[config.mk]
export PLATFORM = sky130hd
export DESIGN_NAME = mem_stage_flat
export DESIGN_NICKNAME = d
export VERILOG_FILES = /design/src/hdl/pipe_pkg.sv /design/src/hdl/mem_bus_if.sv /design/src/hdl/stage_if.sv /design/src/hdl/mem_stage.sv /design/src/flat_wrapper.sv
export VERILOG_INCLUDE_DIRS = /design/src /design/src/hdl
export SDC_FILE = /design/constraint.sdc
export NUM_CORES = 1
export LEC_CHECK = 0
export ABC_AREA = 1
export BUFFER_PORTS_ARGS = -buffer_cell sky130_fd_sc_hd__buf_2
export CAP_MARGIN = 0
export CORE_AREA = 2 2 150 152
export CTS_BUF_LIST = sky130_fd_sc_hd__clkbuf_4 sky130_fd_sc_hd__clkbuf_8 sky130_fd_sc_hd__clkbuf_16
export DETAILED_ROUTE_END_ITERATION = 6
export DIE_AREA = 0 0 152 154
export SLEW_MARGIN = 5
export SYNTH_ARGS = -nofsm -noshare
export SYNTH_HDL_FRONTEND = slang
export SYNTH_SLANG_ARGS = --single-unit
[constraint.sdc]
create_clock -name clk -period 15.3 [get_ports clk]
set_input_delay 3.06 -clock clk [delete_from_list [all_inputs] [get_ports clk]]
set_output_delay 3.06 -clock clk [all_outputs]
set_load 0.05 [all_outputs]
[src/hdl/pipe_settings.svh]
`ifndef PIPE_SETTINGS_SVH
`define PIPE_SETTINGS_SVH

// data and address width
`define PIPE_XLEN 32

// integer register file entries, x0 included
`define PIPE_NREGS 32

// data ram depth in 32-bit words
`define PIPE_RAM_WORDS 256

// bit positions in the memory-op code
`define MOP_MEM 0
`define MOP_UNSIGNED 1
// set for store, clear for load
`define MOP_STORE 2
// one-hot size field
`define MOP_WORD 3
`define MOP_HALF 4
`define MOP_BYTE 5

`endif

[src/hdl/pipe_pkg.sv]
`include "pipe_settings.svh"

package pipe_pkg;

    // data, address, pc and instruction words
    typedef logic [`PIPE_XLEN-1:0] word_t;

    // register file index
    typedef logic [$clog2(`PIPE_NREGS)-1:0] reg_idx_t;

    // one bit per byte lane
    typedef logic [`PIPE_XLEN/8-1:0] wmask_t;

    // mem, unsigned, store, word, half, byte
    typedef logic [`MOP_BYTE:0] mem_op_t;

    // word index into the data ram
    typedef logic [$clog2(`PIPE_RAM_WORDS)-1:0] ram_addr_t;

    // write-back control
    typedef enum logic {
        wb_run  = 1'b0, // retiring normally
        wb_halt = 1'b1  // break retired, accept nothing
    } wb_state_e;

endpackage

[src/hdl/mem_bus_if.sv]
`timescale 1ns/1ps

// memory stage to data ram, no handshake
interface mem_bus_if;
    import pipe_pkg::*;

    logic   en;    // access this cycle
    logic   we;    // write at the edge when en is also high
    word_t  addr;  // byte address
    wmask_t wmask; // byte lanes to write
    word_t  wdata; // lane-shifted store data
    word_t  rdata; // addressed word, combinational

    modport master (
        output en, we, addr, wmask, wdata,
        input  rdata
    );

    modport slave (
        input  en, we, addr, wmask, wdata,
        output rdata
    );

endinterface

[src/hdl/stage_if.sv]
`timescale 1ns/1ps

// memory stage register to write-back stage
interface stage_if;
    import pipe_pkg::*;

    logic     valid;
    logic     ready;
    word_t    result;     // alu result or extended load data
    reg_idx_t wreg_index;
    logic     wreg_en;
    word_t    pc;
    word_t    inst;
    logic     is_break;   // ebreak, halts write-back

    // transfer on a rising edge with valid and ready both high
    modport source (
        output valid, result, wreg_index, wreg_en, pc, inst, is_break,
        input  ready
    );

    modport sink (
        input  valid, result, wreg_index, wreg_en, pc, inst, is_break,
        output ready
    );

endinterface

[src/hdl/mem_stage.sv]
`timescale 1ns/1ps
`include "pipe_settings.svh"

module mem_stage (
    input  logic               clk,
    input  logic               arst_n,
    input  logic               in_valid,
    output logic               in_ready,
    input  pipe_pkg::word_t    alu_result,
    input  pipe_pkg::word_t    src2,
    input  pipe_pkg::mem_op_t  mem_op,
    input  pipe_pkg::reg_idx_t wreg_index,
    input  logic               wreg_en,
    input  pipe_pkg::word_t    pc,
    input  pipe_pkg::word_t    inst,
    input  logic               is_break,
    mem_bus_if.master          mem,
    stage_if.source            out,
    output pipe_pkg::word_t    byp_data,
    output pipe_pkg::reg_idx_t byp_index,
    output logic               byp_en
);
    import pipe_pkg::*;

    logic        is_mem;
    logic        is_store;
    logic        is_load;
    logic        uns;
    logic        accept;
    logic [1:0]  lane;     // byte offset in the word
    logic [7:0]  ld_byte;
    logic [15:0] ld_half;
    word_t       load_data;
    word_t       result;

    // stage register
    logic     valid_q;
    word_t    result_q;
    reg_idx_t wreg_index_q;
    logic     wreg_en_q;
    word_t    pc_q;
    word_t    inst_q;
    logic     is_break_q;

    assign is_mem   = mem_op[`MOP_MEM];
    assign is_store = is_mem & mem_op[`MOP_STORE];
    assign is_load  = is_mem & ~mem_op[`MOP_STORE];
    assign uns      = mem_op[`MOP_UNSIGNED];
    assign lane     = alu_result[1:0];

    // empty, or the held item leaves this edge
    assign in_ready = ~valid_q | out.ready;
    assign accept   = in_valid & in_ready;

    // loads read whenever offered, stores write only at the accepting edge
    assign mem.en   = in_valid & is_mem;
    assign mem.we   = is_store & in_ready;
    assign mem.addr = alu_result;

    // store lane mask and replicated data
    always_comb begin
        mem.wmask = '0;
        mem.wdata = src2;
        if (mem_op[`MOP_BYTE]) begin
            mem.wmask = 4'b0001 << lane;
            mem.wdata = {(`PIPE_XLEN/8){src2[7:0]}};
        end else if (mem_op[`MOP_HALF]) begin
            mem.wmask = lane[1] ? 4'b1100 : 4'b0011;  // addr[0] ignored, no trap
            mem.wdata = {(`PIPE_XLEN/16){src2[15:0]}};
        end else if (mem_op[`MOP_WORD]) begin
            mem.wmask = '1;
        end
    end

    // pick the addressed lane out of the read word
    assign ld_byte = mem.rdata[{lane, 3'b000} +: 8];
    assign ld_half = lane[1] ? mem.rdata[31:16] : mem.rdata[15:0];

    always_comb begin
        load_data = mem.rdata;  // word load
        if (mem_op[`MOP_BYTE]) begin
            load_data = {{(`PIPE_XLEN-8){ld_byte[7] & ~uns}}, ld_byte};
        end else if (mem_op[`MOP_HALF]) begin
            load_data = {{(`PIPE_XLEN-16){ld_half[15] & ~uns}}, ld_half};
        end
    end

    assign result = is_load ? load_data : alu_result;

    // towards decode, follows the offered item
    assign byp_data  = result;
    assign byp_index = wreg_index;
    assign byp_en    = in_valid & wreg_en;

    always_ff @(posedge clk or negedge arst_n) begin
        if (!arst_n) begin
            valid_q <= 1'b0;
        end else if (accept) begin
            valid_q <= 1'b1;
        end else if (out.ready) begin
            valid_q <= 1'b0;  // drained
        end
    end

    // payload only moves on accept
    always_ff @(posedge clk) begin
        if (accept) begin
            result_q     <= result;
            wreg_index_q <= wreg_index;
            wreg_en_q    <= wreg_en;
            pc_q         <= pc;
            inst_q       <= inst;
            is_break_q   <= is_break;
        end
    end

    assign out.valid      = valid_q;
    assign out.result     = result_q;
    assign out.wreg_index = wreg_index_q;
    assign out.wreg_en    = wreg_en_q;
    assign out.pc         = pc_q;
    assign out.inst       = inst_q;
    assign out.is_break   = is_break_q;

    a_size_onehot: assert property (@(posedge clk) disable iff (!arst_n)
        (in_valid && is_mem) |->
            $onehot({mem_op[`MOP_BYTE], mem_op[`MOP_HALF], mem_op[`MOP_WORD]}))
        else $error("mem_stage: access size not one-hot");

    // held item must not change until write-back takes it
    a_hold_stable: assert property (@(posedge clk) disable iff (!arst_n)
        (out.valid && !out.ready) |=> (out.valid && $stable({out.result,
            out.wreg_index, out.wreg_en, out.pc, out.inst, out.is_break})))
        else $error("mem_stage: payload changed while stalled");

endmodule

[src/flat_wrapper.sv]
// flat-port wrapper written by rule: the top's interface ports become plain ports
module mem_stage_flat import pipe_pkg::*;
  (clk, arst_n, in_valid, in_ready, alu_result, src2, mem_op, wreg_index, wreg_en, pc, inst, is_break, byp_data, byp_index, byp_en, mem_en, mem_we, mem_addr, mem_wmask, mem_wdata, mem_rdata, out_valid, out_result, out_wreg_index, out_wreg_en, out_pc, out_inst, out_is_break, out_ready);
  mem_bus_if mem_i ();
  stage_if out_i ();
  input  logic clk;
  input  logic arst_n;
  input  logic in_valid;
  output logic in_ready;
  input  pipe_pkg::word_t alu_result;
  input  pipe_pkg::word_t src2;
  input  pipe_pkg::mem_op_t mem_op;
  input  pipe_pkg::reg_idx_t wreg_index;
  input  logic wreg_en;
  input  pipe_pkg::word_t pc;
  input  pipe_pkg::word_t inst;
  input  logic is_break;
  output pipe_pkg::word_t byp_data;
  output pipe_pkg::reg_idx_t byp_index;
  output logic byp_en;
  output wire logic [$bits(mem_i.en)-1:0] mem_en;
  output wire logic [$bits(mem_i.we)-1:0] mem_we;
  output wire logic [$bits(mem_i.addr)-1:0] mem_addr;
  output wire logic [$bits(mem_i.wmask)-1:0] mem_wmask;
  output wire logic [$bits(mem_i.wdata)-1:0] mem_wdata;
  input wire logic [$bits(mem_i.rdata)-1:0] mem_rdata;
  output wire logic [$bits(out_i.valid)-1:0] out_valid;
  output wire logic [$bits(out_i.result)-1:0] out_result;
  output wire logic [$bits(out_i.wreg_index)-1:0] out_wreg_index;
  output wire logic [$bits(out_i.wreg_en)-1:0] out_wreg_en;
  output wire logic [$bits(out_i.pc)-1:0] out_pc;
  output wire logic [$bits(out_i.inst)-1:0] out_inst;
  output wire logic [$bits(out_i.is_break)-1:0] out_is_break;
  input wire logic [$bits(out_i.ready)-1:0] out_ready;
  assign mem_en = mem_i.en;
  assign mem_we = mem_i.we;
  assign mem_addr = mem_i.addr;
  assign mem_wmask = mem_i.wmask;
  assign mem_wdata = mem_i.wdata;
  assign mem_i.rdata = mem_rdata;
  assign out_valid = out_i.valid;
  assign out_result = out_i.result;
  assign out_wreg_index = out_i.wreg_index;
  assign out_wreg_en = out_i.wreg_en;
  assign out_pc = out_i.pc;
  assign out_inst = out_i.inst;
  assign out_is_break = out_i.is_break;
  assign out_i.ready = out_ready;
  mem_stage u_core (.clk(clk), .arst_n(arst_n), .in_valid(in_valid), .in_ready(in_ready), .alu_result(alu_result), .src2(src2), .mem_op(mem_op), .wreg_index(wreg_index), .wreg_en(wreg_en), .pc(pc), .inst(inst), .is_break(is_break), .mem(mem_i), .out(out_i), .byp_data(byp_data), .byp_index(byp_index), .byp_en(byp_en));
endmodule
# == Word level (Yosys, flattened, before mapping) ==
# Index checks and enable logic that the tools add are counted.
# word_totals
romBits,0
n_memories,0
latch_bits,0
elab_cells,34
register_bits,104
out_inout_bits,213
ramBits,0
# op_classes
mul,0
shift,2
bitwise_logic,12
n_reduce_logical,1
order_cmp,0
n_eq_ne,0
n_addsub,0
n_mux,12
div,0
# ops
op,count
2-to-1 mux 32 bit,5
variable part select 32 x 6 -> 8 bit,1
2-to-1 mux 16 bit,1
2-to-1 mux 4 bit,4
AND 1 bit,8
"<< shifter 1 x 2 -> 4 bit, first input constant",1
inverter 1 bit,3
2-to-1 mux 1 bit,2
nonzero test 2 bit,1
OR 1 bit,1

# == Depth between registers and ports, before layout ==
# logic_depth
ltp_word,5
depth_mapped,8
ltp_nobuf,7

# == Least setup slack after synthesis ==
# OpenSTA, ideal clock, no wires.
# synth_timing
path_type,input-to-reg
from,input out_ready
to,"register u_core.inst_q[0] (netlist: u_core.out.inst[0]), enable pin"
path_buffers,0
path_stages,2
slack_ps,7309
arrival_time_ps,7424
cell_sequence,nor2_1 -> nor2_1
# synth_between
elab_chain_len,2
# synth_rtl
element,line_no,rtl
"start, declared",flat_wrapper.sv:34,input wire logic [$bits(out_i.ready)-1:0] out_ready;
OR 1 bit,mem_stage.sv:52,assign in_ready = ~valid_q | out.ready;
AND 1 bit,mem_stage.sv:53,assign accept = in_valid & in_ready;
net u_core.accept,mem_stage.sv:29,logic accept;
"end signal, assigned",mem_stage.sv:112,inst_q <= inst;
"end, declared",mem_stage.sv:42,word_t inst_q;
# The timed path passes the listed nets, and every way through them passes these cells.
# A chain may end at the register's enable or synchronous reset.

# == Worst setup path after layout ==
# layout_timing
from,input mem_op[5]
to,output byp_data[13]
# layout_between
elab_chain_len,2
# layout_rtl
element,line_no,rtl
"start, declared",flat_wrapper.sv:12,input pipe_pkg::mem_op_t mem_op;
2-to-1 mux 32 bit,mem_stage.sv:81,if (mem_op[`MOP_BYTE]) begin
2-to-1 mux 32 bit,mem_stage.sv:88,assign result = is_load ? load_data : alu_result;
"end, declared",flat_wrapper.sv:18,output pipe_pkg::word_t byp_data;
# Every way passes these cells.

==> flow_summary.toml <==
[outcome]
outcome = "finished, final reports clean"

[drt]
drc = 0
viasPerCell = 4.47
wirelength_mm = 21.1
dr_total_vias = 5047
drt-initial-drc-count = 354
routedWlPerCell_um = 18.7
dr.pass1.iters = 6
drt.antenna.violating_nets = 0

[yosys]
syn_area_per_cell_um2 = 9.97
ys_top_cells_by_count = "138 x nand2_1, 103 x edfxtp_1, 64 x a21oi_1"
synth_largest_area_cell = "edfxtp_1"
ys_top_cells_by_area = "edfxtp_1 61%, nand2_1 10%, buf_4 7.5%"
syn_inst = 512
ys_async_sr_fraction_pct = 0.962
synth_area_um2 = 5110
post-synth-top-area-fraction_pct = 60.6
ys_seq_elements = 104
synth_nets = 689
seq_area_frac_synth_pct = 61.1
synthFlopType = "edfxtp_1"
yosys_warnings = 0
synth.most_common_cell = "nand2_1"
synth_edf_count = 103
synth.distinct_cells = 22

[cts]
clock_latency_ns = 0.35
postCtsSetupBuffers = 0
hold_buffers = 0
cts_tree = "built"
cts_sinks = 104
clkSlewWorstSetupHoldPaths_ns = 0.07
root_buffer = "clkbuf_16"
cts_max_path_buffers = 2
cts_buffers = 9
cts.repair.resized = 0
htreeDepth = 3

[floorplanning]
die_x_um = 152
core_area_um2 = 21700
row_count = 54
io_pins = 390
die_height_um = 154
initial_core_util_pct = 23.5
dieArea_um2 = 23400

[global_routing]
antenna_found_initial = 4
gr-usage-met2_pct = 33.4
top_usage_layer = "met2"
met3_usage_pct = 4.34
overflow = 0
grt_pass1_wl_mm = 30.2
grt_use_met1_pct = 18.5
grtUsageTotal_pct = 17.3
grt_max_degree = 82
grt_pass1_vias = 4810

[timing]
worst_pin_slew_ns = 1.04
hold_slack_ns = 0.651
slew_violations = 0
max_slew_margin_pct = 30.6
fin_setup_tns_ns = 0
skew_ns = 0.00943
fmax_mhz = 118
setup_viol = 0
grt_setup_unrepaired = "no"
hold_violations = 0
min_period_ns = 8.48
fin_crit_sh_pct = 55.4

[setup_path]
crit_fanout = 36
path_class = "input port to primary output"
endpoint_kind = "primary output"
start_kind = "input port"
critPathRequiredTime_ns = 12.24
crit_arrival_ns = 5.42

[final_layout]
drive_gt1_share_pct = 49.3
nNetsFinal = 1018
syn2layout_area_growth_pct = 41.5

[hold_path]
hp-class = "register to register"

[placed_design]
hpwl_mm = 16.6
port_buffers = 389
gp_congestion = 0.831

[flow_run]
maxCapViolations = 0

[power]
vdd_drop_max_mv = 0.0415
leakage_nw = 3.44
power_density_nw_per_um2 = 113
cell families after synthesis:
family          synth area share, %
simple gates                   18.0
compound gates                 9.41
buf+inv                        11.5
flops                          61.1
worst max-delay path: stages:
cell	delay [ns]
buf_2	0.60
inv_1	0.57
nand3_1	0.19
clkinv_1	0.33
a21oi_1	0.29
a21oi_1	0.11
buf_2	0.24
report_power, final:
part           switching [W]  internal [W]  leakage [nW]
registers         0.00000380      0.000334         0.991
logic               0.000200     0.0000532          2.31
clock network       0.000112      0.000114         0.140
total               0.000316      0.000501          3.44
flip-flops by register name, summed over array words and instances, names as in the netlist:
signal	flops
u_core.out.inst	32
u_core.out.pc	32
u_core.out.result	32
u_core.out.wreg_index	5
u_core.out.is_break	1
u_core.out.valid	1
u_core.out.wreg_en	1
metrics by stage:
stage                     cell area [µm²]  std cells  total power [W]  utilization (%)  worst slack [ns]
final                                7220       1129         0.000817             33.3              6.82
after global routing                 7220       1126         0.000850             33.3              6.61
after CTS                            7220       1126         0.000825             33.3              6.88
after detailed placement             6930       1110         0.000600             31.9              6.91
after global placement               6930       1110         0.000598             31.9              6.95
after floorplan                      5110        512         0.000532                -              7.31
final cells by class:
cell class / instances / area [µm²]
Sequential cell: 104 / 3120
Inverter: 22 / 82.6
Clock buffer: 9 / 225
Antenna cell: 3 / 7.51
Multi-Input combinational cell: 313 / 1420
Clock inverter: 7 / 61.3
Fill cell: 2296 / 14500
Tap cell: 280 / 350
Timing Repair Buffer: 391 / 1960
layer usage:
metal  share of wire (%)  up-vias
met5               0.062        -
met4                 1.9        2
met3                 7.0       22
met2                  54      283
met1                  37     2374
li1                    -     2366
cells in the final DEF, fill, tap and decap left out, types with 7 or more instances in the layout:
master and count:
clkbuf_16 9, nand4_1 7, edfxtp_1 103, nor2_1 36, nand3_1 32, nand2_1 138, buf_2 389, a21oi_1 64
o21ai_0 23, inv_1 18
final timing paths:
path / from / end / slack (ns) / depth (start not counted)
worst max register to register: u_core.out.valid / u_core.out.result[11] / 12.82 / 4
worst min-delay path: u_core.out.valid / u_core.out.valid / 0.65 / 4
worst max-delay path: mem_op[5] / byp_data[13] / 6.82 / 7
min in group asynchronous: arst_n / u_core.out.valid / 2.47 / 1
max in group asynchronous: arst_n / u_core.out.valid / 12.75 / 1
worst min register to register: u_core.out.valid / u_core.out.valid / 0.65 / 4
No activity file was read; power rests on OpenSTA's default activity.
