$ cat src/hdl/pipe_settings.svh
`ifndef PIPE_SETTINGS_SVH
`define PIPE_SETTINGS_SVH

// data and address width
`define PIPE_XLEN 32

// integer register file entries, x0 included
`define PIPE_NREGS 32

// data ram depth in 32-bit words
`define PIPE_RAM_WORDS 256

// bit positions in the memory-op code
`define MOP_MEM 0
`define MOP_UNSIGNED 1
// set for store, clear for load
`define MOP_STORE 2
// one-hot size field
`define MOP_WORD 3
`define MOP_HALF 4
`define MOP_BYTE 5

`endif

$ cat src/hdl/pipe_pkg.sv
`include "pipe_settings.svh"

package pipe_pkg;

    // data, address, pc and instruction words
    typedef logic [`PIPE_XLEN-1:0] word_t;

    // register file index
    typedef logic [$clog2(`PIPE_NREGS)-1:0] reg_idx_t;

    // one bit per byte lane
    typedef logic [`PIPE_XLEN/8-1:0] wmask_t;

    // mem, unsigned, store, word, half, byte
    typedef logic [`MOP_BYTE:0] mem_op_t;

    // word index into the data ram
    typedef logic [$clog2(`PIPE_RAM_WORDS)-1:0] ram_addr_t;

    // write-back control
    typedef enum logic {
        wb_run  = 1'b0, // retiring normally
        wb_halt = 1'b1  // break retired, accept nothing
    } wb_state_e;

endpackage

$ cat src/hdl/stage_if.sv
`timescale 1ns/1ps

// memory stage register to write-back stage
interface stage_if;
    import pipe_pkg::*;

    logic     valid;
    logic     ready;
    word_t    result;     // alu result or extended load data
    reg_idx_t wreg_index;
    logic     wreg_en;
    word_t    pc;
    word_t    inst;
    logic     is_break;   // ebreak, halts write-back

    // transfer on a rising edge with valid and ready both high
    modport source (
        output valid, result, wreg_index, wreg_en, pc, inst, is_break,
        input  ready
    );

    modport sink (
        input  valid, result, wreg_index, wreg_en, pc, inst, is_break,
        output ready
    );

endinterface

$ cat src/hdl/wb_stage.sv
`timescale 1ns/1ps
`include "pipe_settings.svh"

module wb_stage (
    input  logic               clk,
    input  logic               arst_n,
    stage_if.sink              in,
    input  logic               stall,
    input  pipe_pkg::reg_idx_t rf_raddr,
    output pipe_pkg::word_t    rf_rdata,
    output logic               retire_valid,
    output pipe_pkg::word_t    retire_pc,
    output logic               halted
);
    import pipe_pkg::*;

    wb_state_e state_q;
    word_t     rf_q [`PIPE_NREGS];
    logic      fire;
    logic      rf_we;
    logic      retire_q;
    word_t     retire_pc_q;

    // no acceptance once halted
    assign in.ready = ~stall & (state_q == wb_run);
    assign fire     = in.valid & in.ready;
    assign rf_we    = fire & in.wreg_en & (in.wreg_index != '0);  // x0 not writable

    // register file
    always_ff @(posedge clk or negedge arst_n) begin
        if (!arst_n) begin
            for (int i = 0; i < `PIPE_NREGS; i++) begin
                rf_q[i] <= '0;
            end
        end else if (rf_we) begin
            rf_q[in.wreg_index] <= in.result;
        end
    end

    // debug read port
    assign rf_rdata = (rf_raddr == '0) ? '0 : rf_q[rf_raddr];

    // break halt fsm
    always_ff @(posedge clk or negedge arst_n) begin
        if (!arst_n) begin
            state_q <= wb_run;
        end else begin
            case (state_q)
                wb_run: begin
                    if (fire && in.is_break) begin
                        state_q <= wb_halt;
                    end
                end
                wb_halt: state_q <= wb_halt;  // left only by reset
                default: state_q <= wb_run;
            endcase
        end
    end

    // retire report, one cycle after the transfer
    always_ff @(posedge clk or negedge arst_n) begin
        if (!arst_n) begin
            retire_q <= 1'b0;
        end else begin
            retire_q <= fire;
        end
    end

    always_ff @(posedge clk) begin
        if (fire) begin
            retire_pc_q <= in.pc;
        end
    end

    assign retire_valid = retire_q;
    assign retire_pc    = retire_pc_q;
    assign halted       = (state_q == wb_halt);

    // the break itself may write at the edge it moves to halt, nothing after
    a_no_write_halted: assert property (@(posedge clk) disable iff (!arst_n)
        (state_q == wb_halt) |=>
            (rf_q[$past(in.wreg_index)] == $past(rf_q[in.wreg_index])))
        else $error("wb_stage: register write while halted");

    // break flag comes from execute, the word it retires with is ebreak
    a_break_word: assert property (@(posedge clk) disable iff (!arst_n)
        (fire && in.is_break) |-> (in.inst == 32'h0010_0073))
        else $error("wb_stage: break flag on non-ebreak word 0x%08h", in.inst);

endmodule

$ cat src/flat_wrapper.sv
// flat-port wrapper written by rule: the top's interface ports become plain ports
module wb_stage_flat import pipe_pkg::*;
  (clk, arst_n, stall, rf_raddr, rf_rdata, retire_valid, retire_pc, halted, in_valid, in_result, in_wreg_index, in_wreg_en, in_pc, in_inst, in_is_break, in_ready);
  stage_if in_i ();
  input  logic clk;
  input  logic arst_n;
  input  logic stall;
  input  pipe_pkg::reg_idx_t rf_raddr;
  output pipe_pkg::word_t rf_rdata;
  output logic retire_valid;
  output pipe_pkg::word_t retire_pc;
  output logic halted;
  input wire logic [$bits(in_i.valid)-1:0] in_valid;
  input wire logic [$bits(in_i.result)-1:0] in_result;
  input wire logic [$bits(in_i.wreg_index)-1:0] in_wreg_index;
  input wire logic [$bits(in_i.wreg_en)-1:0] in_wreg_en;
  input wire logic [$bits(in_i.pc)-1:0] in_pc;
  input wire logic [$bits(in_i.inst)-1:0] in_inst;
  input wire logic [$bits(in_i.is_break)-1:0] in_is_break;
  output wire logic [$bits(in_i.ready)-1:0] in_ready;
  assign in_i.valid = in_valid;
  assign in_i.result = in_result;
  assign in_i.wreg_index = in_wreg_index;
  assign in_i.wreg_en = in_wreg_en;
  assign in_i.pc = in_pc;
  assign in_i.inst = in_inst;
  assign in_i.is_break = in_is_break;
  assign in_ready = in_i.ready;
  wb_stage u_core (.clk(clk), .arst_n(arst_n), .in(in_i), .stall(stall), .rf_raddr(rf_raddr), .rf_rdata(rf_rdata), .retire_valid(retire_valid), .retire_pc(retire_pc), .halted(halted));
endmodule
$ cat config.mk
export PLATFORM = sky130hd
export DESIGN_NAME = wb_stage_flat
export DESIGN_NICKNAME = d
export VERILOG_FILES = /design/src/hdl/pipe_pkg.sv /design/src/hdl/stage_if.sv /design/src/hdl/wb_stage.sv /design/src/flat_wrapper.sv
export VERILOG_INCLUDE_DIRS = /design/src /design/src/hdl
export SDC_FILE = /design/constraint.sdc
export NUM_CORES = 1
export LEC_CHECK = 0
export ABC_AREA = 0
export BUFFER_PORTS_ARGS = -buffer_cell sky130_fd_sc_hd__buf_2
export CORE_MARGIN = 4
export CORE_UTILIZATION = 23
export CTS_BUF_LIST = sky130_fd_sc_hd__clkbuf_4 sky130_fd_sc_hd__clkbuf_8 sky130_fd_sc_hd__clkbuf_16
export DETAILED_ROUTE_END_ITERATION = 10
export SKIP_LAST_GASP = 1
export SYNTH_ARGS = -nofsm -noshare
export SYNTH_HDL_FRONTEND = slang
export SYNTH_SLANG_ARGS = --single-unit
$ cat constraint.sdc
create_clock -name clk -period 2.7 [get_ports clk]
set_input_delay 0.27 -clock clk [delete_from_list [all_inputs] [get_ports clk]]
set_output_delay 0.27 -clock clk [all_outputs]
set_load 0.005 [all_outputs]
* Word level (Yosys, flattened, before mapping)
Cells that the tools add are included.
Cells by class: order comparisons 3, muxes and demuxes 9, bitwise operators 8, reductions and logical operators 4
Operators by type and width (number):
- $bwmux W1024 | 1
- $bmux W32 S5 | 1
- $demux W32 S5 | 1
- $mux W32 | 4
- $ge A6 B6 Y1 const B | 2
- $not A5 Y6 | 2
- $lt A6 B1 Y1 const B | 1
- $logic_not A5 Y1 | 1
- $reduce_bool A5 Y1 | 1
- $and A1 B1 Y1 | 4
- $logic_and A1 B1 Y1 | 2
- $not A1 Y1 | 2
- $pmux W1 S2 | 1
- $mux W1 | 1
Storage, ports and cells: bits in registers 1058, word-level logic and storage cells 59

* Longest topological paths before layout
Gate-level depths: netlist (run 1).
depth after elaboration 6, mapped depth 7, mapped depth without buffers 4

* Least setup slack after synthesis (run 1)
No wires, ideal clock.
path type flip-flop to flip-flop, start point register u_core.state_q, in the netlist u_core.halted, end point register u_core.rf_q[417] (netlist bit), library setup time 125 ps, arrival time 1855 ps, required time 2575 ps, setup slack 721 ps, stages on the path, launching flop included 7, buffers on the path 2, clock period less this slack 1979 ps, cell sequence dfrtp_1 nor2_4 nand4b_4 buf_4 nor3_2 buf_4 mux2_2
On the way: word-level cells in the longest chain between the ends 5
RTL lines:
- from (decl) | line wb_stage.sv:17 | wb_state_e state_q;
- from (signal assigned) | line wb_stage.sv:46 | state_q <= wb_run;
- from (signal assigned) | line wb_stage.sv:51 | state_q <= wb_halt;
- from (signal assigned) | line wb_stage.sv:54 | wb_halt: state_q <= wb_halt;
- $not A1 Y1 | line wb_stage.sv:25 | assign in.ready = ~stall & (state_q == wb_run);
- $and A1 B1 Y1 | line wb_stage.sv:25
- net in_ready | line flat_wrapper.sv:20 | output wire logic [$bits(in_i.ready)-1:0] in_ready;
- $and A1 B1 Y1 | line wb_stage.sv:26 | assign fire = in.valid & in.ready;
- $and A1 B1 Y1 (2 in series) | line wb_stage.sv:27 | assign rf_we = fire & in.wreg_en & (in.wreg_index != '0);
- to (signal, indexed assignment) | line wb_stage.sv:36 | rf_q[in.wreg_index] <= in.result;
- to (decl) | line wb_stage.sv:18 | word_t rf_q [`PIPE_NREGS];
The timed path passes the listed nets, and every way through them passes these cells. A chain may end at the register's enable or synchronous reset.

* Final worst setup path (run 1)
start point register u_core.rf_q[424] (netlist bit), end point output port rf_rdata[8]
On the way: word-level cells in the longest chain between the ends 4
RTL lines:
- $bmux W32 S5 | line wb_stage.sv:41 | assign rf_rdata = (rf_raddr == '0) ? '0 : rf_q[rf_raddr];
- $mux W32 (implied by the code) (2 in series) | line wb_stage.sv:41
- $mux W32 | line wb_stage.sv:41
- to (decl) | line flat_wrapper.sv:9 | output pipe_pkg::word_t rf_rdata;
Every way passes these cells. The select of a mux whose other input is x is not followed.

==> impl_metrics.ini, run 1 <==
[sta]
period_share_pct = 100
hold_ws_ns = 0.112
finalHoldViolations = 0
worst_pin_slew_ns = 0.875
maxSlewViolCount = 0
max_freq_mhz = 370
rsz0062_at_grt = yes
skew_ns = 0.0460
slew_headroom_pct = 41.7
setup_slack_ns = -0.00228
setup-violations-final = 1
final.min_clock_period_ns = 2.70

[placement]
place_area_sq_um = 52800
hpwl_microns = 79500
globalplace.congestion = 0.739
portBuffers = 146
placedCellCount = 5693
dp_slack_ns = -0.114

[detailed_routing]
vias = 27200
drc = 0
routed_wl_microns = 138000
wire_per_inst_microns = 23.3
drtPass1Iterations = 5
viasPerCell = 4.59
antenna_left = 0
drtIter0Drc = 1518

[finish]
area_growth_pct = 20.3
final_cells = 5920
fill_cells = 20500
final_common_cell = dfrtp_1
multiInputGateArea_sq_um = 20000
drive_gt1_share_pct = 57.4
layout_common_cells = dfrtp_1 (1026), mux2_2 (944), mux4_2 (224)
design_area_sq_um = 57200
regArea_sq_um = 26600
fin_nets = 3257

[synth]
syn_nets = 3103
syn_inst = 2991
synth_cell_type_count = 38
seq_area_frac_synth_pct = 56.0
synth_top_area_share_pct = 54.0
yosysTopAreaCell = dfrtp_1
synth_area_per_cell_sq_um = 15.9
ys_ff_latch = 1058
synthesis.area_sq_um = 47500
yosys-top-cells-area = dfrtp_1 (54%), mux2_2 (23%), mux4_2 (11%)
ys_warn_count = 0

[grt]
track_usage_pct = 12.7
grt_pass1_vias = 29300
grt_max_degree = 94
grt-ovfl-total = 0
antenna_found_initial = 17
grt_pass1_wl_microns = 205000

[clocking]
cts_htree_levels = 3
cts_tree = yes
cts_root_buf = clkbuf_16
numCtsBuffers = 112
clock_latency_ns = 0.73
post_cts_buffers = 0
clock_path_buffers = 3
clkTransAtPathRegs_ns = 0.06
cts_sinks = 1058

[setup_path]
critPathRequiredTime_ns = 2.43
critical_path_arrival_ns = 2.43
cp_slowest_cell = mux4_2
worst-path-max-fanout = 2
start_kind = flop
worst-setup-path-type = flop to output pin
slowest_delay_ns = 0.46
crit_chain = mux4_2 > a22oi_1 > a311oi_2 > buf_4 > buf_6
crit_buf_inv = 2
end_kind = output pin
crit_family = compound AO/OA/AOI/OAI gates

[floorplanning]
core_sq_um = 205000
dieArea_sq_um = 214000
die_y_microns = 463
start_util_pct = 23.2
io_pins = 179
die_x_microns = 463
num_rows = 166

[power_and_ir_drop]
vdd_ir_drop_max_mv = 0.513
power.density_nw_per_um2 = 625
p_leak_uw = 0.0267

[run_status]
status = complete, but fails checks
violations = negative setup slack

[hold_path]
worst_hold_path_type = primary input to flop

[flow_run]
drv_cap = 0
-- registers in the layout, indices dropped and copies added, names as in the netlist --
register             flops
u_core.rf_q           1024
u_core.retire_pc        32
u_core.halted            1
u_core.retire_valid      1
-- Yosys cell counts (all sizes together) --
library cell,n
a311oi,32
or3b,1
nand4,6
a22oi,32
and2,2
or2,1
nand2b,5
a211oi,32
mux4,224
o21ai,56
and4,1
or4,1
clkbuf,176
buf,155
edfxtp,32
mux2i,64
nand4b,1
nor2,6
nor3,9
a221oi,24
inv,1
mux2,1024
nand3,9
nor2b,38
nor4,6
nand2,18
o2111ai,8
a21o,1
dfrtp,1026
-- metal layers --
layer / vias to the layer above / part of all wire (%) / track usage [%]
met2: 543 / 50 / 22.0
li1: 11500 / - / -
met5: - / 0.035 / 0
met4: 8 / 2.5 / 3.29
met3: 214 / 4.0 / 1.99
met1: 14900 / 43 / 16.5
-- worst paths after layout --
| kind | end | slack (ns) | cells past startpoint | start |
|---|---|---|---|---|
| worst min register to register | u_core.rf_q[1015]$_DFFE_PN0P_ | 0.37 | 0 | u_core.rf_q[1015]$_DFFE_PN0P_ |
| min in group asynchronous | u_core.rf_q[828]$_DFFE_PN0P_ | 0.14 | 2 | arst_n |
| worst max-delay path | rf_rdata[8] | -0.002 | 5 | u_core.rf_q[424]$_DFFE_PN0P_ |
| worst max register to register | u_core.rf_q[562]$_DFFE_PN0P_ | 0.20 | 5 | u_core.halted$_DFF_PN0_ |
| worst min-delay path | u_core.retire_valid$_DFF_PN0_ | 0.11 | 2 | in_valid |
| max in group asynchronous | u_core.rf_q[262]$_DFFE_PN0P_ | 1.50 | 3 | arst_n |
-- where the power goes --
part	switching, uW	internal [uW]
logic	1600	1560
registers	397	16800
clock network	6580	8830
-- cell families (layout without fill, tap and decap cells) --
family	after synthesis	after routing	synth area share, %
other	0	3	0
buffers and inverters	332	570	3.15
AOI/OAI and AO/OA	185	185	2.80
DFF	1058	1058	56.0
and+or+nand+nor	104	104	1.57
muxes	1312	1312	36.5
-- what timing repair did --
item                       in CTS  in global routing
setup endpoints to repair      27                 27
hold buffers                   34                  0
hold endpoints to repair      243                  0
resized for setup              79                 48
pin swaps                       8                 18
-- metrics by stage --
step                      util, %  setup TNS (ns)  total power (uW)
final                        27.9        -0.00228             35700
after detailed placement     25.7          -0.189             20500
after global routing         27.9          -0.839             37100
after CTS                    27.8          -0.373             36100
after global placement       25.7          -0.319             20400
after floorplan                 -               0             19100
-- cell type report --
cell class,instances,share of cell area [%]
flip-flops and latches,1058,46.6
clock buffers,166,5.89
repair buffers,371,6.07
well taps,2688,5.88
inverters,1,0.0109
diodes,3,0.0131
multi-input cells,1601,35.0
clock inverters,32,0.565
No activity file was read; power rests on OpenSTA's default activity.
==> inputs of run 2 (changes only) <==
CORE_UTILIZATION = 62   (was 23)
PLACE_DENSITY = 0.8   (was not set)
==> impl_metrics.ini, run 2 (synthesis results as in run 1) <==
[setup_path]
worst-setup-path-type = primary input to output pin
crit_family = simple AND/OR/NAND/NOR gates
start_kind = primary input
crit_buf_inv = 4
worst-path-stages = 8
worstReg2RegStart = u_core.halted$_DFF_PN0_
crit_path_end = rf_rdata[4]
critPathRequiredTime_ns = 2.43
worst_path_most_repeated_cell = buf_4
end_kind = output pin
cp_slowest_cell = nor2b_4
slowest_delay_ns = 1.00
critical_path_arrival_ns = 2.43
crit_chain = buf_8 > nor2b_4 > buf_4 > a221oi_1 > o21ai_0 > a311oi_1 > buf_4 > buf_2
regToRegSetupSlack_ns = 0.39
worst-path-max-fanout = 25
critPathLaunch = rf_raddr[1]
timing.rr.end = u_core.rf_q[487]$_DFFE_PN0P_
worst-r2r-cell-count = 6

[sta]
skew_ns = 0.0272
finalHoldViolations = 0
slew_headroom_pct = 19.6
setup-violations-final = 0
rsz0062_at_grt = yes
final.min_clock_period_ns = 2.70
max_freq_mhz = 371
setup_tns_ns = 0
maxSlewViolCount = 0
period_share_pct = 99.9
worst_pin_slew_ns = 1.20

[grt]
grt-ovfl-total = 0
grt_pass1_vias = 30500
grt_pass1_wl_microns = 194000
grt_max_degree = 85
antenna_found_initial = 1
track_usage_pct = 31.8

[run_status]
status = completed

[placement]
placedCellCount = 3992
hpwl_microns = 72300
globalplace.congestion = 0.808
portBuffers = 146
place_area_sq_um = 50100

[detailed_routing]
drtPass1Iterations = 6
routed_wl_microns = 128000
dr_wl_met3_microns = 10800
dr_wl_met2_microns = 62000
vias = 28400
viasPerCell = 6.72
drc = 0
top_layer = met4
antenna_left = 0
wire_per_inst_microns = 30.4
met1Wirelength_microns = 50900
drtIter0Drc = 2414

[finish]
finish.utilization_pct = 71.3
final_cells = 4223
design_area_sq_um = 54200
largest_register_ffs = 1024
fin_nets = 3221
area_growth_pct = 13.9
drive_gt1_share_pct = 54.7
top_register = u_core.rf_q
fill_cells = 4676
final_common_cell = dfrtp_1
layout_common_cells = dfrtp_1 (1026), mux2_2 (959), mux4_2 (224)

[clocking]
cts_sinks = 1058
clkTransAtPathRegs_ns = 0.06
clock_latency_ns = 0.67
numCtsBuffers = 106
cts_htree_levels = 3
clock_path_buffers = 3
cts_root_buf = clkbuf_16
cts_tree = yes

[floorplanning]
num_rows = 101
die_y_microns = 285
dieArea_sq_um = 81200
io_pins = 179
core_sq_um = 75900
die_x_microns = 285
start_util_pct = 62.6

[power_and_ir_drop]
power.density_nw_per_um2 = 649
total_power_uw = 35200
p_leak_uw = 0.0263
vdd_ir_drop_max_mv = 0.591

[hold_path]
worst_hold_path_type = primary input to flop

[flow_run]
drv_cap = 0
-- run 2: changes by cell type in the layout (fill, tap and decap cells not counted), sizes merged --
cell | before | now
buf | 337 | 306
clkinv | 23 | 15
bufinv | 2 | 5
clkbuf | 166 | 164
clkinvlp | 3 | 4
diode | 3 | 2
inv | 5 | 4
-- run 2: layer usage --
layer	vias to the layer above	GRT usage [%]
li1	11400	-
met1	15300	44.1
met2	1368	50.8
met4	0	11.4
met5	-	0
met3	318	6.91
-- run 2: stage by stage --
stage / hold slack [ns] / setup WS [ns]
after floorplan: -0.0256 / 0.721
after global placement: 0.360 / 0.0292
after detailed placement: 0.363 / 0.0299
after CTS: 0.180 / -0.0255
after global routing: 0.231 / -0.0325
final: 0.219 / 0.00402
-- run 2: worst min-delay path by stage --
stage,endpoint,from,cells after the start
2_1_floorplan,u_core.halted$_DFF_PN0_,arst_n,0
3_3_place_gp,u_core.rf_q[1008]$_DFFE_PN0P_,u_core.rf_q[1008]$_DFFE_PN0P_,0
3_5_place_dp,u_core.rf_q[1019]$_DFFE_PN0P_,u_core.rf_q[1019]$_DFFE_PN0P_,0
4_1_cts,u_core.rf_q[604]$_DFFE_PN0P_,in_result[28],2
5_1_grt,u_core.rf_q[887]$_DFFE_PN0P_,in_result[23],2
6_report,u_core.rf_q[514]$_DFFE_PN0P_,in_result[2],2
-- run 2: worst reg2reg max path, delay by kind of cell, from the launching register on --
| kind | cells | cell delay [ns] |
|---|---|---|
| buffers and inverters | 2 | 0.60 |
| and+or+nand+nor | 3 | 0.75 |
| muxes | 1 | 0.42 |
| DFF | 1 | 0.42 |
-- run 2: power by group --
| group | leakage, uW | internal [uW] | switching (uW) |
|---|---|---|---|
| combinational | 0.0100 | 1470 | 1530 |
| clock | 0.00180 | 8870 | 6090 |
| sequential | 0.0145 | 16800 | 443 |
-- run 2: layout make-up --
class | instances | area, sq um | area share [%]
diodes | 2 | 5.00 | 0.00924
clock buffers | 163 | 3300 | 6.09
repair buffers | 341 | 3080 | 5.69
flip-flops and latches | 1058 | 26600 | 49.2
clock inverters | 27 | 284 | 0.524
well taps | 1030 | 1290 | 2.38
inverters | 1 | 5.00 | 0.00924
multi-input cells | 1601 | 19600 | 36.1
-- run 2: repair_timing --
item	4_1_cts	5_1_grt
gates resized for setup	5	6
pin swaps	0	2
setup buffers	0	4
endpoints found under the setup margin	7	9
cloned	0	1
hold buffers	34	0
hold endpoints to repair	82	0
